**config.mk**
```make
export PLATFORM = sky130hd
export DESIGN_NAME = outrun_main
export DESIGN_NICKNAME = d
export VERILOG_FILES = /design/src/outrun_pkg.sv /design/src/outrun_bus_ctrl.sv /design/src/outrun_cab_io.sv /design/src/outrun_main.sv /design/src/outrun_motor.sv /design/src/outrun_ppi.sv
export SDC_FILE = /design/constraint.sdc
export NUM_CORES = 1
export LEC_CHECK = 0
export BUFFER_PORTS_ARGS = -buffer_cell sky130_fd_sc_hd__buf_2
export CORE_MARGIN = 8
export CORE_UTILIZATION = 49
export CTS_CLUSTER_SIZE = 24
export DETAILED_ROUTE_END_ITERATION = 7
export PLACE_DENSITY_LB_ADDON = 0.05
export SLEW_MARGIN = 20
export SYNTH_ARGS = -nofsm -noshare
export SYNTH_HDL_FRONTEND = slang
export SYNTH_SLANG_ARGS = --single-unit
```
**constraint.sdc**
```tcl
create_clock -name clk -period 4 [get_ports clk]
set_input_delay 0 -clock clk [delete_from_list [all_inputs] [get_ports clk]]
set_output_delay 0 -clock clk [all_outputs]
set_load 0.02 [all_outputs]
```
**src/outrun_pkg.sv**
```systemverilog
//********************************************************************
// Shared types, fixed region map and cabinet constants for the glue
// logic. Modules import it inside their bodies.
//********************************************************************
`default_nettype none

package outrun_pkg;

    typedef logic [23:1] addr_t;     // Word address
    typedef logic [15:0] word_t;
    typedef logic [ 7:0] byte_t;
    typedef logic [ 1:0] dsn_t;      // {UDSn, LDSn}

    // Region code from address bits 23:20
    typedef enum logic [3:0] {
        REG_MEM = 4'd0,
        REG_SCR = 4'd1,
        REG_PAL = 4'd2,
        REG_OBJ = 4'd3,
        REG_IO  = 4'd4
    } region_e;

    // I/O sub-regions, address bits 6:4
    localparam logic [2:0] IO_PPI    = 3'd0;
    localparam logic [2:0] IO_SW     = 3'd1;
    localparam logic [2:0] IO_MUTE   = 3'd2;
    localparam logic [2:0] IO_ADC    = 3'd3;
    localparam logic [2:0] IO_TOGGLE = 3'd7;  // 6 is the watchdog, not decoded

    localparam logic [2:0] ADC_WHEEL = 3'd0;
    localparam logic [2:0] ADC_GAS   = 3'd1;
    localparam logic [2:0] ADC_BRAKE = 3'd2;
    localparam logic [2:0] ADC_MOTOR = 3'd3;

    // Video enable and sound reset released out of reset
    localparam byte_t PPI_C_RESET = 8'h21;
    localparam byte_t PPI_B_RESET = 8'h00;   // Motor idle

    localparam word_t MOTOR_MIN    = 16'h2000;
    localparam word_t MOTOR_MAX    = 16'hE000;
    localparam word_t MOTOR_CENTRE = 16'h8000;

    localparam word_t UNMAPPED_DATA = 16'hFFFF;

endpackage

`default_nettype wire

```
**src/outrun_bus_ctrl.sv**
```systemverilog
//********************************************************************
// Host bus sequencer with registered chip selects and read mux.
// Four-phase req/ack; ROM and RAM/VRAM wait for their ok.
//********************************************************************
`timescale 1ns/1ps
`default_nettype none

module outrun_bus_ctrl (
    input  wire                 clk,
    input  wire                 rst,
    input  wire                 req,
    input  outrun_pkg::addr_t   addr,
    input  wire                 rnw,
    input  outrun_pkg::dsn_t    dsn,
    input  outrun_pkg::word_t   rom_data,
    input  outrun_pkg::word_t   ram_data,   // Shared by RAM and VRAM
    input  outrun_pkg::word_t   char_dout,
    input  outrun_pkg::word_t   pal_dout,
    input  outrun_pkg::word_t   obj_dout,
    input  wire                 rom_ok,
    input  wire                 ram_ok,
    input  outrun_pkg::byte_t   cab_dout,
    output logic                ack,
    output outrun_pkg::word_t   rdata,
    output logic                rom_cs,
    output logic                ram_cs,
    output logic                vram_cs,
    output logic                char_cs,
    output logic                pal_cs,
    output logic                objram_cs,
    output logic                io_cs,
    output logic                acc_stb
);
    import outrun_pkg::*;

    region_e region;
    logic    strobe, busy, slow_cs, slow_ok, go;
    word_t   rd_mux;

    assign region  = region_e'(addr[23:20]);
    assign strobe  = ~&dsn;
    assign slow_cs = rom_cs | ram_cs | vram_cs;
    assign slow_ok = (rom_cs & rom_ok) | ((ram_cs | vram_cs) & ram_ok);
    // Access completes this cycle
    assign go = req & busy & ~ack & (slow_cs ? slow_ok : 1'b1);

    always_ff @(posedge clk or posedge rst) begin
        if (rst) begin
            {rom_cs, ram_cs, vram_cs, char_cs, pal_cs, objram_cs, io_cs} <= '0;
            busy    <= 1'b0;
            ack     <= 1'b0;
            acc_stb <= 1'b0;
        end else begin
            acc_stb <= go;
            if (!req) begin
                {rom_cs, ram_cs, vram_cs, char_cs, pal_cs, objram_cs, io_cs} <= '0;
                busy <= 1'b0;
                ack  <= 1'b0;
            end else if (!busy) begin
                busy      <= 1'b1;
                ram_cs    <= region == REG_MEM && addr[18:17] == 2'b11 && strobe;
                rom_cs    <= region == REG_MEM && !(addr[18:17] == 2'b11 && strobe);
                char_cs   <= region == REG_SCR &&  addr[16] && strobe;
                vram_cs   <= region == REG_SCR && !addr[16] && strobe;
                pal_cs    <= region == REG_PAL;
                objram_cs <= region == REG_OBJ;
                io_cs     <= region == REG_IO;
            end else if (go) begin
                ack <= 1'b1;
            end
        end
    end

    always_comb begin
        if (rom_cs)                rd_mux = rom_data;
        else if (ram_cs | vram_cs) rd_mux = ram_data;
        else if (char_cs)          rd_mux = char_dout;
        else if (pal_cs)           rd_mux = pal_dout;
        else if (objram_cs)        rd_mux = obj_dout;
        else if (io_cs)            rd_mux = {8'hFF, cab_dout};
        else                       rd_mux = UNMAPPED_DATA;
    end

    // Held until the next read completes
    always_ff @(posedge clk) begin
        if (go && rnw) rdata <= rd_mux;
    end

    a_cs_onehot: assert property (@(posedge clk) disable iff (rst)
        $onehot0({rom_cs, ram_cs, vram_cs, char_cs, pal_cs, objram_cs, io_cs}));

    a_ack_req: assert property (@(posedge clk) disable iff (rst)
        ack |-> $past(req));

endmodule

`default_nettype wire

```
**src/outrun_cab_io.sv**
```systemverilog
//********************************************************************
// Out Run cabinet I/O: switches, DIPs, ADC, mute, object toggle and
// board controls from the PPI. Writes land on acc_stb.
//********************************************************************
`timescale 1ns/1ps
`default_nettype none

module outrun_cab_io #(
    parameter outrun_pkg::word_t MOTOR_MIN = outrun_pkg::MOTOR_MIN,
    parameter outrun_pkg::word_t MOTOR_MAX = outrun_pkg::MOTOR_MAX
) (
    input  wire                 clk,
    input  wire                 rst,
    input  wire                 io_cs,
    input  wire                 acc_stb,
    input  outrun_pkg::addr_t   addr,
    input  wire                 rnw,
    input  outrun_pkg::dsn_t    dsn,
    input  outrun_pkg::word_t   wdata,
    input  wire                 vint,
    input  wire  [2:0]          ctrl_type,
    input  outrun_pkg::byte_t   joystick1,
    input  outrun_pkg::word_t   joyana1,
    input  outrun_pkg::word_t   joyana1b,
    input  wire  [1:0]          start_button,
    input  wire  [1:0]          coin_input,
    input  wire                 service,
    input  wire                 dip_test,
    input  outrun_pkg::byte_t   dipsw_a,
    input  outrun_pkg::byte_t   dipsw_b,
    output outrun_pkg::byte_t   cab_dout,
    output logic                mute,
    output logic                obj_toggle,
    output logic                video_en,
    output logic                snd_rstb,
    output logic [1:0]          obj_cfg,
    output logic [2:0]          adc_ch
);
    import outrun_pkg::*;

    logic [2:0] sub, motor_lim;
    logic       wr_lo, ppi_sel;
    byte_t      ppi_dout, ppib_dout, ppic_dout, sw_dout, adc_dout;
    word_t      ana_a, ana_b, motor_pos;

    assign sub     = addr[6:4];
    assign wr_lo   = ~rnw & ~dsn[0];
    assign ppi_sel = io_cs & (sub == IO_PPI);

    // Inverted pedal reading, zero below half travel
    function automatic byte_t pedal_inv(input word_t v);
        return v[15] ? ~{v[14:8], v[14]} : 8'h00;
    endfunction

    always_ff @(posedge clk or posedge rst) begin
        if (rst) begin
            mute <= 1'b0;
        end else if (acc_stb && io_cs && sub == IO_MUTE && wr_lo) begin
            mute <= ~wdata[7];   // Darlington inverter on the amp
        end
    end

    always_ff @(posedge clk) begin
        if (acc_stb && io_cs && sub == IO_ADC && !rnw) begin
            ana_a <= joyana1;
            ana_b <= joyana1b;
        end
    end

    always_comb begin
        case (addr[2:1])
            2'd0: sw_dout = {coin_input, ~joystick1[7], joystick1[6],
                             start_button[0], service, dip_test, 1'b1};
            2'd2:    sw_dout = dipsw_a;
            2'd3:    sw_dout = dipsw_b;
            default: sw_dout = 8'hFF;
        endcase
    end

    always_comb begin
        adc_dout = 8'hFF;   // Channels 4-7 float high
        case (adc_ch)
            ADC_WHEEL: begin
                adc_dout = ana_a[7:0] ^ 8'h80;
                if (!joystick1[0]) adc_dout = 8'hE0;   // Digital left/right
                if (!joystick1[1]) adc_dout = 8'h20;
            end
            ADC_GAS: begin
                case (ctrl_type)
                    3'd0:    adc_dout = pedal_inv(ana_b);
                    3'd1:    adc_dout = ana_b[7] ? 8'h00 : {ana_b[6:0], ana_b[6]};
                    3'd2:    adc_dout = pedal_inv(ana_a);   // Wheel pedals
                    default: adc_dout = 8'h00;
                endcase
                if (!joystick1[4]) adc_dout = 8'hFF;
            end
            ADC_BRAKE: begin
                case (ctrl_type)
                    3'd0, 3'd1: adc_dout = ana_b[15] ? 8'h00 : {ana_b[14:8], ana_b[14]};
                    3'd2:       adc_dout = pedal_inv(ana_b);
                    default:    adc_dout = 8'h00;
                endcase
                if (!joystick1[5]) adc_dout = 8'hFF;
            end
            ADC_MOTOR: adc_dout = motor_pos[15:8];
            default: ;
        endcase
    end

    always_comb begin
        case (sub)
            IO_PPI:  cab_dout = ppi_dout;
            IO_SW:   cab_dout = sw_dout;
            IO_ADC:  cab_dout = adc_dout;
            default: cab_dout = 8'hFF;
        endcase
    end

    assign obj_toggle = io_cs & acc_stb & (sub == IO_TOGGLE);

    // Board controls on port C
    assign obj_cfg  = ppic_dout[7:6];
    assign video_en = ppic_dout[5];
    assign adc_ch   = ppic_dout[4:2];
    assign snd_rstb = ppic_dout[0];

    outrun_ppi u_ppi (
        .clk        (clk),
        .rst        (rst),
        .sel        (ppi_sel),
        .port_addr  (addr[2:1]),
        .we         (acc_stb & wr_lo),
        .wdata      (wdata[7:0]),
        .porta_din  ({2'b00, motor_lim, 3'b111}),
        .rdata      (ppi_dout),
        .portb_dout (ppib_dout),
        .portc_dout (ppic_dout)
    );

    outrun_motor #(
        .MOTOR_MIN (MOTOR_MIN),
        .MOTOR_MAX (MOTOR_MAX)
    ) u_motor (
        .clk    (clk),
        .rst    (rst),
        .vint   (vint),
        .ctrl   (ppib_dout),
        .pos    (motor_pos),
        .limpos (motor_lim)
    );

endmodule

`default_nettype wire

```
**src/outrun_main.sv**
```systemverilog
//********************************************************************
// Main board glue top level: bus controller plus Out Run cabinet I/O.
// The host drives the four-phase bus in place of the CPU.
//********************************************************************
`timescale 1ns/1ps
`default_nettype none

module outrun_main (
    input  wire                 clk,
    input  wire                 rst,
    input  wire                 vint,
    // Host bus
    input  wire                 req,
    input  outrun_pkg::addr_t   addr,
    input  wire                 rnw,
    input  outrun_pkg::word_t   wdata,
    input  outrun_pkg::dsn_t    dsn,
    output logic                ack,
    output outrun_pkg::word_t   rdata,
    // Memories
    output logic                rom_cs,
    output logic                ram_cs,
    output logic                vram_cs,
    input  outrun_pkg::word_t   rom_data,
    input  outrun_pkg::word_t   ram_data,
    input  wire                 rom_ok,
    input  wire                 ram_ok,
    // Video
    output logic                char_cs,
    output logic                pal_cs,
    output logic                objram_cs,
    input  outrun_pkg::word_t   char_dout,
    input  outrun_pkg::word_t   pal_dout,
    input  outrun_pkg::word_t   obj_dout,
    // Cabinet
    input  wire  [2:0]          ctrl_type,
    input  outrun_pkg::byte_t   joystick1,
    input  outrun_pkg::word_t   joyana1,
    input  outrun_pkg::word_t   joyana1b,
    input  wire  [1:0]          start_button,
    input  wire  [1:0]          coin_input,
    input  wire                 service,
    input  wire                 dip_test,
    input  outrun_pkg::byte_t   dipsw_a,
    input  outrun_pkg::byte_t   dipsw_b,
    // Board controls
    output logic                mute,
    output logic                obj_toggle,
    output logic                video_en,
    output logic                snd_rstb,
    output logic [1:0]          obj_cfg,
    output logic [2:0]          adc_ch
);
    import outrun_pkg::*;

    logic  io_cs, acc_stb;
    byte_t cab_dout;

    outrun_bus_ctrl u_bus (
        .clk       (clk),
        .rst       (rst),
        .req       (req),
        .addr      (addr),
        .rnw       (rnw),
        .dsn       (dsn),
        .rom_data  (rom_data),
        .ram_data  (ram_data),
        .char_dout (char_dout),
        .pal_dout  (pal_dout),
        .obj_dout  (obj_dout),
        .rom_ok    (rom_ok),
        .ram_ok    (ram_ok),
        .cab_dout  (cab_dout),
        .ack       (ack),
        .rdata     (rdata),
        .rom_cs    (rom_cs),
        .ram_cs    (ram_cs),
        .vram_cs   (vram_cs),
        .char_cs   (char_cs),
        .pal_cs    (pal_cs),
        .objram_cs (objram_cs),
        .io_cs     (io_cs),
        .acc_stb   (acc_stb)
    );

    outrun_cab_io #(
        .MOTOR_MIN (MOTOR_MIN),   // Cabinet travel limits
        .MOTOR_MAX (MOTOR_MAX)
    ) u_cab (
        .clk          (clk),
        .rst          (rst),
        .io_cs        (io_cs),
        .acc_stb      (acc_stb),
        .addr         (addr),
        .rnw          (rnw),
        .dsn          (dsn),
        .wdata        (wdata),
        .vint         (vint),
        .ctrl_type    (ctrl_type),
        .joystick1    (joystick1),
        .joyana1      (joyana1),
        .joyana1b     (joyana1b),
        .start_button (start_button),
        .coin_input   (coin_input),
        .service      (service),
        .dip_test     (dip_test),
        .dipsw_a      (dipsw_a),
        .dipsw_b      (dipsw_b),
        .cab_dout     (cab_dout),
        .mute         (mute),
        .obj_toggle   (obj_toggle),
        .video_en     (video_en),
        .snd_rstb     (snd_rstb),
        .obj_cfg      (obj_cfg),
        .adc_ch       (adc_ch)
    );

endmodule

`default_nettype wire

```
**src/outrun_motor.sv**
```systemverilog
//********************************************************************
// Steering motor model. Position steps once per frame by the port B
// drive and stops at the end switches.
//********************************************************************
`timescale 1ns/1ps
`default_nettype none

module outrun_motor #(
    parameter outrun_pkg::word_t MOTOR_MIN = outrun_pkg::MOTOR_MIN,
    parameter outrun_pkg::word_t MOTOR_MAX = outrun_pkg::MOTOR_MAX
) (
    input  wire                 clk,
    input  wire                 rst,
    input  wire                 vint,
    input  outrun_pkg::byte_t   ctrl,
    output outrun_pkg::word_t   pos,
    output logic [2:0]          limpos
);
    import outrun_pkg::*;

    logic               vint_l;
    logic signed [17:0] step, sum;
    word_t              nxt;

    assign step = {{2{ctrl[7]}}, ctrl, 8'h00};   // Signed drive x 256
    assign sum  = $signed({2'b00, pos}) + step;

    always_comb begin
        if (sum < $signed({2'b00, MOTOR_MIN}))      nxt = MOTOR_MIN;
        else if (sum > $signed({2'b00, MOTOR_MAX})) nxt = MOTOR_MAX;
        else                                        nxt = sum[15:0];
    end

    always_ff @(posedge clk or posedge rst) begin
        if (rst) begin
            vint_l <= 1'b0;
            pos    <= MOTOR_CENTRE;
        end else begin
            vint_l <= vint;
            if (vint && !vint_l) pos <= nxt;
        end
    end

    assign limpos[0] = pos == MOTOR_MIN;
    assign limpos[1] = pos[15:8] == 8'h80;   // Centre sensor
    assign limpos[2] = pos == MOTOR_MAX;

    a_pos_range: assert property (@(posedge clk) disable iff (rst)
        pos >= MOTOR_MIN && pos <= MOTOR_MAX);

endmodule

`default_nettype wire

```
**src/outrun_ppi.sv**
```systemverilog
//********************************************************************
// Reduced 8255: port A input, ports B and C output, port C bit
// set/reset. Mode words are ignored.
//********************************************************************
`timescale 1ns/1ps
`default_nettype none

module outrun_ppi (
    input  wire                 clk,
    input  wire                 rst,
    input  wire                 sel,
    input  wire  [1:0]          port_addr,
    input  wire                 we,
    input  outrun_pkg::byte_t   wdata,
    input  outrun_pkg::byte_t   porta_din,
    output outrun_pkg::byte_t   rdata,
    output outrun_pkg::byte_t   portb_dout,
    output outrun_pkg::byte_t   portc_dout
);
    import outrun_pkg::*;

    always_comb begin
        case (port_addr)
            2'd0:    rdata = porta_din;
            2'd1:    rdata = portb_dout;
            2'd2:    rdata = portc_dout;
            default: rdata = 8'hFF;   // Control word not readable
        endcase
    end

    always_ff @(posedge clk or posedge rst) begin
        if (rst) begin
            portb_dout <= PPI_B_RESET;
            portc_dout <= PPI_C_RESET;
        end else if (sel && we) begin
            case (port_addr)
                2'd1: portb_dout <= wdata;
                2'd2: portc_dout <= wdata;
                2'd3: begin
                    // Bit set/reset; mode set (bit 7) dropped
                    if (!wdata[7]) portc_dout[wdata[3:1]] <= wdata[0];
                end
                default: ;  // Port A is input only
            endcase
        end
    end

endmodule

`default_nettype wire

```
* After elaboration in Yosys (flattened, before gate mapping) *
Index checks and enable logic that the tools add are counted.
W data, S select, Z words.

word-level totals
  register bits after elaboration = 92
  bits of input ports = 193
  output and inout bits = 32
  word-level logic and storage cells = 148

cells by class
  add/sub/neg operators = 1
  magnitude comparators = 4
  equal/unequal tests = 24
  muxes and demuxes = 46
  bitwise operators = 22
  reduce and logical (&&, ||, !) cells = 33

operators by type and width
  cell                    number
  $mux W16                7
  $pmux W8 S3             4
  $mux W8                 10
  $pmux W8 S2             2
  $pmux W8 S4             1
  $mux W1                 20
  $add A17 B16 Y18        1
  $gt A18 B17 Y1 const B  1
  $lt A18 B15 Y1 const B  1
  $logic_and A1 B1 Y1     17
  $eq A16 B14 Y1 const B  1
  $eq A16 B16 Y1 const B  1
  $not A8 Y8              2
  $eq A3 B2 Y1 const B    5
  $and A1 B1 Y1           10
  $eq A3 B1 Y1 const B    3
  $logic_not A3 Y1        3
  $bwmux W8               1
  $eq A4 B2 Y1 const B    2
  $eq A8 B8 Y1 const B    1
  $eq A2 B2 Y1 const B    3
  $not A1 Y1              6
  $reduce_and A2 Y1       3
  $logic_not A1 Y1        5
  15 further kinds        20

* Depth between registers and ports, before layout *
  depth in word-level cells = 12
  gate-level depth with buffers = 8
  depth with buffers taken out = 8

* Modules after synthesis *
From an unflattened synthesis, not the netlist that was laid out.

unflattened totals
  cells, all modules = 613
  area, all modules = 6,007.0 um^2

by module, submodules not included
  module           instances  cells each  area an instance (um^2)  seq. area each (um^2)
  outrun_cab_io    1          190         2,010.7                  985.9
  outrun_bus_ctrl  1          207         1,893.1                  730.7
  outrun_ppi       1          97          1,084.8                  402.9
  outrun_motor     1          119         1,018.5                  226.5

* Least setup slack after synthesis *
Ideal clock, no wire load.

  kind = flip-flop to flip-flop
  from = register u_bus.io_cs
  to = register u_cab.ana_a[0], enable pin
  setup time = 0.461 ns
  data arrival time = 2.731 ns
  data required time = 3.539 ns
  slack = 0.808 ns
  stages on the path, launching flop included = 3
  path buffers = 0
  clock period less this slack = 3.192 ns
  cell sequence = dfrtp_1 > nand2_1 > nor3_1

on the way
  word-level cells in the longest chain between the ends = 3

RTL lines
  item                              RTL line               source
  start, declared                   outrun_bus_ctrl.sv:31  output logic io_cs,
  start signal, assigned            outrun_bus_ctrl.sv:49  {rom_cs, ram_cs, vram_cs, char_cs, pal_cs, objram_cs, io_cs} <= '0;
  start signal, assigned            outrun_bus_ctrl.sv:56  {rom_cs, ram_cs, vram_cs, char_cs, pal_cs, objram_cs, io_cs} <= '0;
  start signal, assigned            outrun_bus_ctrl.sv:67  io_cs <= region == REG_IO;
  $logic_and A1 B1 Y1 (3 in a row)  outrun_cab_io.sv:64    if (acc_stb && io_cs && sub == IO_ADC && !rnw) begin
  end signal, assigned              outrun_cab_io.sv:65    ana_a <= joyana1;
  end, declared                     outrun_cab_io.sv:44    word_t ana_a, ana_b, motor_pos;

No other way between the ends.
A chain may end at the register's enable or synchronous reset.

* Final worst setup path *
  from = register u_cab.u_motor.pos[8]
  to = register u_cab.u_motor.pos[8]

on the way
  word-level cells in the longest chain between the ends = 4
  elaborated cells between the ends (all ways) = 5
  classes of those cells = add/sub: 1; order compare: 2; mux: 2

RTL lines
  item                    RTL line            source
  start, declared         outrun_motor.sv:16  output outrun_pkg::word_t pos,
  start signal, assigned  outrun_motor.sv:40  if (vint && !vint_l) pos <= nxt;
  $add A17 B16 Y18 *      outrun_motor.sv:26  assign sum = $signed({2'b00, pos}) + step;
  $gt A18 B17 Y1          outrun_motor.sv:30  else if (sum > $signed({2'b00, MOTOR_MAX})) nxt = MOTOR_MAX;
  $mux W16                outrun_motor.sv:30
  $mux W16 *              outrun_motor.sv:29  if (sum < $signed({2'b00, MOTOR_MIN})) nxt = MOTOR_MIN;

Mark *: on every way between the ends. The rest lies on a longest branch, timed or not.

==> results.sh <==
export IMPL_synth_cells_most_frequent="sky130_fd_sc_hd__o21ai_0, sky130_fd_sc_hd__nand2_1, sky130_fd_sc_hd__edfxtp_1"
export IMPL_cts_tree="built"
export IMPL_wire_length_of_the_first_global_routing_pass_um=29500
export IMPL_ys_flop_type="sky130_fd_sc_hd__edfxtp_1"
export IMPL_fin_crit_ns=2.95
export IMPL_yosys_warnings=0
export IMPL_via_count=5676
export IMPL_synth_top_cell_area_share=0.269
export IMPL_synthesis_instances=575
export IMPL_worstPathMaxFanout=5
export IMPL_hold_viol=0
export IMPL_fmax_ghz=0.339
export IMPL_port_buffer_count=202
export IMPL_synth_top_cells_by_area="sky130_fd_sc_hd__edfxtp_1, sky130_fd_sc_hd__dfrtp_1, sky130_fd_sc_hd__o21ai_0"
export IMPL_outcome="complete, no violations"
export IMPL_drtAntennaViolNets=0
export IMPL_floorplan_initialDensity=0.498
export IMPL_synth_yosys_seq_area_share=0.438
export IMPL_route_detailed_wl_per_inst_um=19.9
export IMPL_root_buffer="sky130_fd_sc_hd__clkbuf_8"
export IMPL_drive_gt1_frac=0.292
export IMPL_path_clk_slew_ns=0.08
export IMPL_timing_critical_path_required_ns=4.25
export IMPL_ioPinCount=225
export IMPL_avgViaCountPerCell=5.89
export IMPL_post_cts_setup_buffer_count=0
export IMPL_floorplan_core_area_sq_um=10700
export IMPL_detailedRoute_firstPassIterationCount=5
export IMPL_tightest_slew_ns=0.819
export IMPL_final_net_count=1022
export IMPL_crit_arrival_ns=3.20
export IMPL_filler_cell_count=910
export IMPL_die_area_sq_um=14500
export IMPL_timing_max_cap_violations=0
export IMPL_num_rows=38
export IMPL_detailed_place_hpwl_um=14300
export IMPL_synth_edff_count=48
export IMPL_cts_buffer_depth=2
export IMPL_yosysUniqueCellTypes=75
export IMPL_antenna_diode_count=0
export IMPL_grt_remaining_overflow=0
export IMPL_final_setup_skew_ns=0.00980
export IMPL_first_global_vias=5563
export IMPL_synth_area_leader_cell="sky130_fd_sc_hd__edfxtp_1"
export IMPL_grt_setup_unrepaired="false"
export IMPL_finalSetupViolations=0
export IMPL_grt_antenna_before_repair=0
export IMPL_sum_of_negative_setup_slack_ns=0
export IMPL_gpl_final_weighted_congestion=0.895
export IMPL_placedCellCount=882
export IMPL_htree_num_levels=3
export IMPL_syn_area_sq_um=5350
export IMPL_cts_repair_resize_count=0
export IMPL_vdd_drop_max_mv=0.275
export IMPL_flow_area_growth_from_synthesis_pct=35.8
export IMPL_leakagePower_nw=3.05
export IMPL_p_per_area_nw_per_um2=275
export IMPL_synth_most_common_cell="sky130_fd_sc_hd__o21ai_0"
export IMPL_final_cell_count_no_fill=964
export IMPL_dr_first_iter_drc_count=461
export IMPL_timing_final_crit_share=0.738
export IMPL_report_final_slew_viol_count=0
export IMPL_slew_headroom=0.446
export IMPL_worst_setup_path_type="flop to flop"
export IMPL_syn_mean_instance_area_sq_um=9.30
export IMPL_grt_max_degree=39
export IMPL_postSynthRegisterBits=84
export IMPL_worst_skew_pair_late_latency_ns=0.37
export IMPL_global_route_usage_total=0.257
export IMPL_synth_async_reset_ratio=0.429
export IMPL_die_h_um=120
export IMPL_hold_class="input port to flop"
export IMPL_cts_inserted_buffers=9
export IMPL_synthesis_nets=778
export IMPL_clock_sink_count=84
export IMPL_timing_critical_path_from_type="flop"
export IMPL_remaining_drc_errors=0
export IMPL_die_w_um=120
export IMPL_setup_worst_path_end_class="flop"
export IMPL_drt_total_wl_um=19100
metrics by stage:
step,setup slack [ns],util,power [mW],instance area [sq um],hold slack (ns)
after floorplan,0.808,-,1.16,5350,0.0314
after global placement,1.28,0.595,1.30,6400,0.126
after detailed placement,1.13,0.595,1.31,6400,0.132
after CTS,1.10,0.676,2.01,7260,0.000553
after global routing,0.855,0.676,2.07,7270,0.0157
final,1.05,0.676,2.00,7270,0.0156
cells in the final DEF, fill, tap and decap left out, types with 11 or more instances in the layout:
cell | synthesis | final
sky130_fd_sc_hd__nor3_1 | 21 | 20
sky130_fd_sc_hd__buf_2 | 6 | 202
sky130_fd_sc_hd__nand2_1 | 60 | 60
sky130_fd_sc_hd__edfxtp_1 | 48 | 48
sky130_fd_sc_hd__nand3_1 | 11 | 11
sky130_fd_sc_hd__o21ai_0 | 64 | 64
sky130_fd_sc_hd__inv_1 | 13 | 13
sky130_fd_sc_hd__a21oi_1 | 35 | 35
sky130_fd_sc_hd__o211ai_1 | 13 | 13
sky130_fd_sc_hd__nor2_1 | 35 | 35
sky130_fd_sc_hd__dfrtp_1 | 33 | 32
sky130_fd_sc_hd__dlygate4sd3_1 | 0 | 66
sky130_fd_sc_hd__o22ai_1 | 25 | 25
sky130_fd_sc_hd__mux2i_1 | 14 | 14
metal layers:
layer,vias to the layer above,global-route usage,wire [um],part of all wire
li1,2694,-,-,-
met1,2695,0.313,7630,0.40
met2,261,0.440,9550,0.50
met3,26,0.0643,1600,0.084
met4,0,0.0788,357,0.019
met5,-,0,0,0
registers in the layout (all words and copies together) (netlist names), 8 cells and up:
| name | flops |
|---|---|
| u_cab.ana_b | 16 |
| u_cab.u_ppi.portc_dout | 8 |
| u_bus.rdata | 16 |
| u_cab.u_ppi.portb_dout | 8 |
| u_cab.u_motor.pos | 8 |
| u_cab.ana_a | 16 |
worst paths after layout:
check | start | to | slack [ns] | depth (start not counted)
worst max-delay path | u_cab.u_motor.pos[8]$_DFFE_PP0P_ | u_cab.u_motor.pos[8]$_DFFE_PP0P_ | 1.05 | 8
worst min register to register | u_bus.ack$_DFFE_PP0P_ | u_bus.acc_stb$_DFF_PP0_ | 0.46 | 1
min in group asynchronous | rst | u_cab.mute$_DFFE_PP0P_ | 0.27 | 4
max in group asynchronous | rst | u_cab.u_motor.pos[15]$_DFFE_PP1P_ | 3.37 | 4
worst max register to register | u_cab.u_motor.pos[8]$_DFFE_PP0P_ | u_cab.u_motor.pos[8]$_DFFE_PP0P_ | 1.05 | 8
worst min-delay path | ram_data[8] | u_bus.rdata[8]$_DFFE_PP_ | 0.02 | 3
cell type report:
class                   count  area [sq um]  area share
inverters                  14          52.6     0.00723
well taps                 140           175      0.0241
clock buffers              10           128      0.0176
flip-flops and latches     84          2350       0.323
multi-input cells         438          2780       0.383
clock inverters             6          78.8      0.0108
repair buffers            272          1700       0.234
worst max-delay path, stage by stage, from the launching register on:
cell                       delay, ns
sky130_fd_sc_hd__dfrtp_1        0.43
sky130_fd_sc_hd__ha_1           0.27
sky130_fd_sc_hd__fa_1           0.48
sky130_fd_sc_hd__a211oi_1       0.41
sky130_fd_sc_hd__nor4_1         0.12
sky130_fd_sc_hd__nor3b_1        0.46
sky130_fd_sc_hd__a31o_2         0.23
sky130_fd_sc_hd__o311ai_4       0.12
sky130_fd_sc_hd__o41ai_1        0.31
power by group:
part / switching, mW / total [mW] / internal [mW]
sequential: 0.0306 / 0.971 / 0.940
clock: 0.300 / 0.646 / 0.345
combinational: 0.187 / 0.379 / 0.192
total: 0.518 / 2.00 / 1.48
cell families after synthesis:
group	Yosys count	synth area share
simple gates	185	0.178
mux	22	0.0430
compound gates	217	0.266
buf+inv	53	0.0423
flops	84	0.438
xor+xnor	4	0.00795
fa+ha+maj	10	0.0248
timing repair:
item                                    CTS  global route
hold buffers                             66             0
endpoints found under the setup margin    0             0
endpoints found under the hold margin   103             0
(Power assumes the default switching activity.)
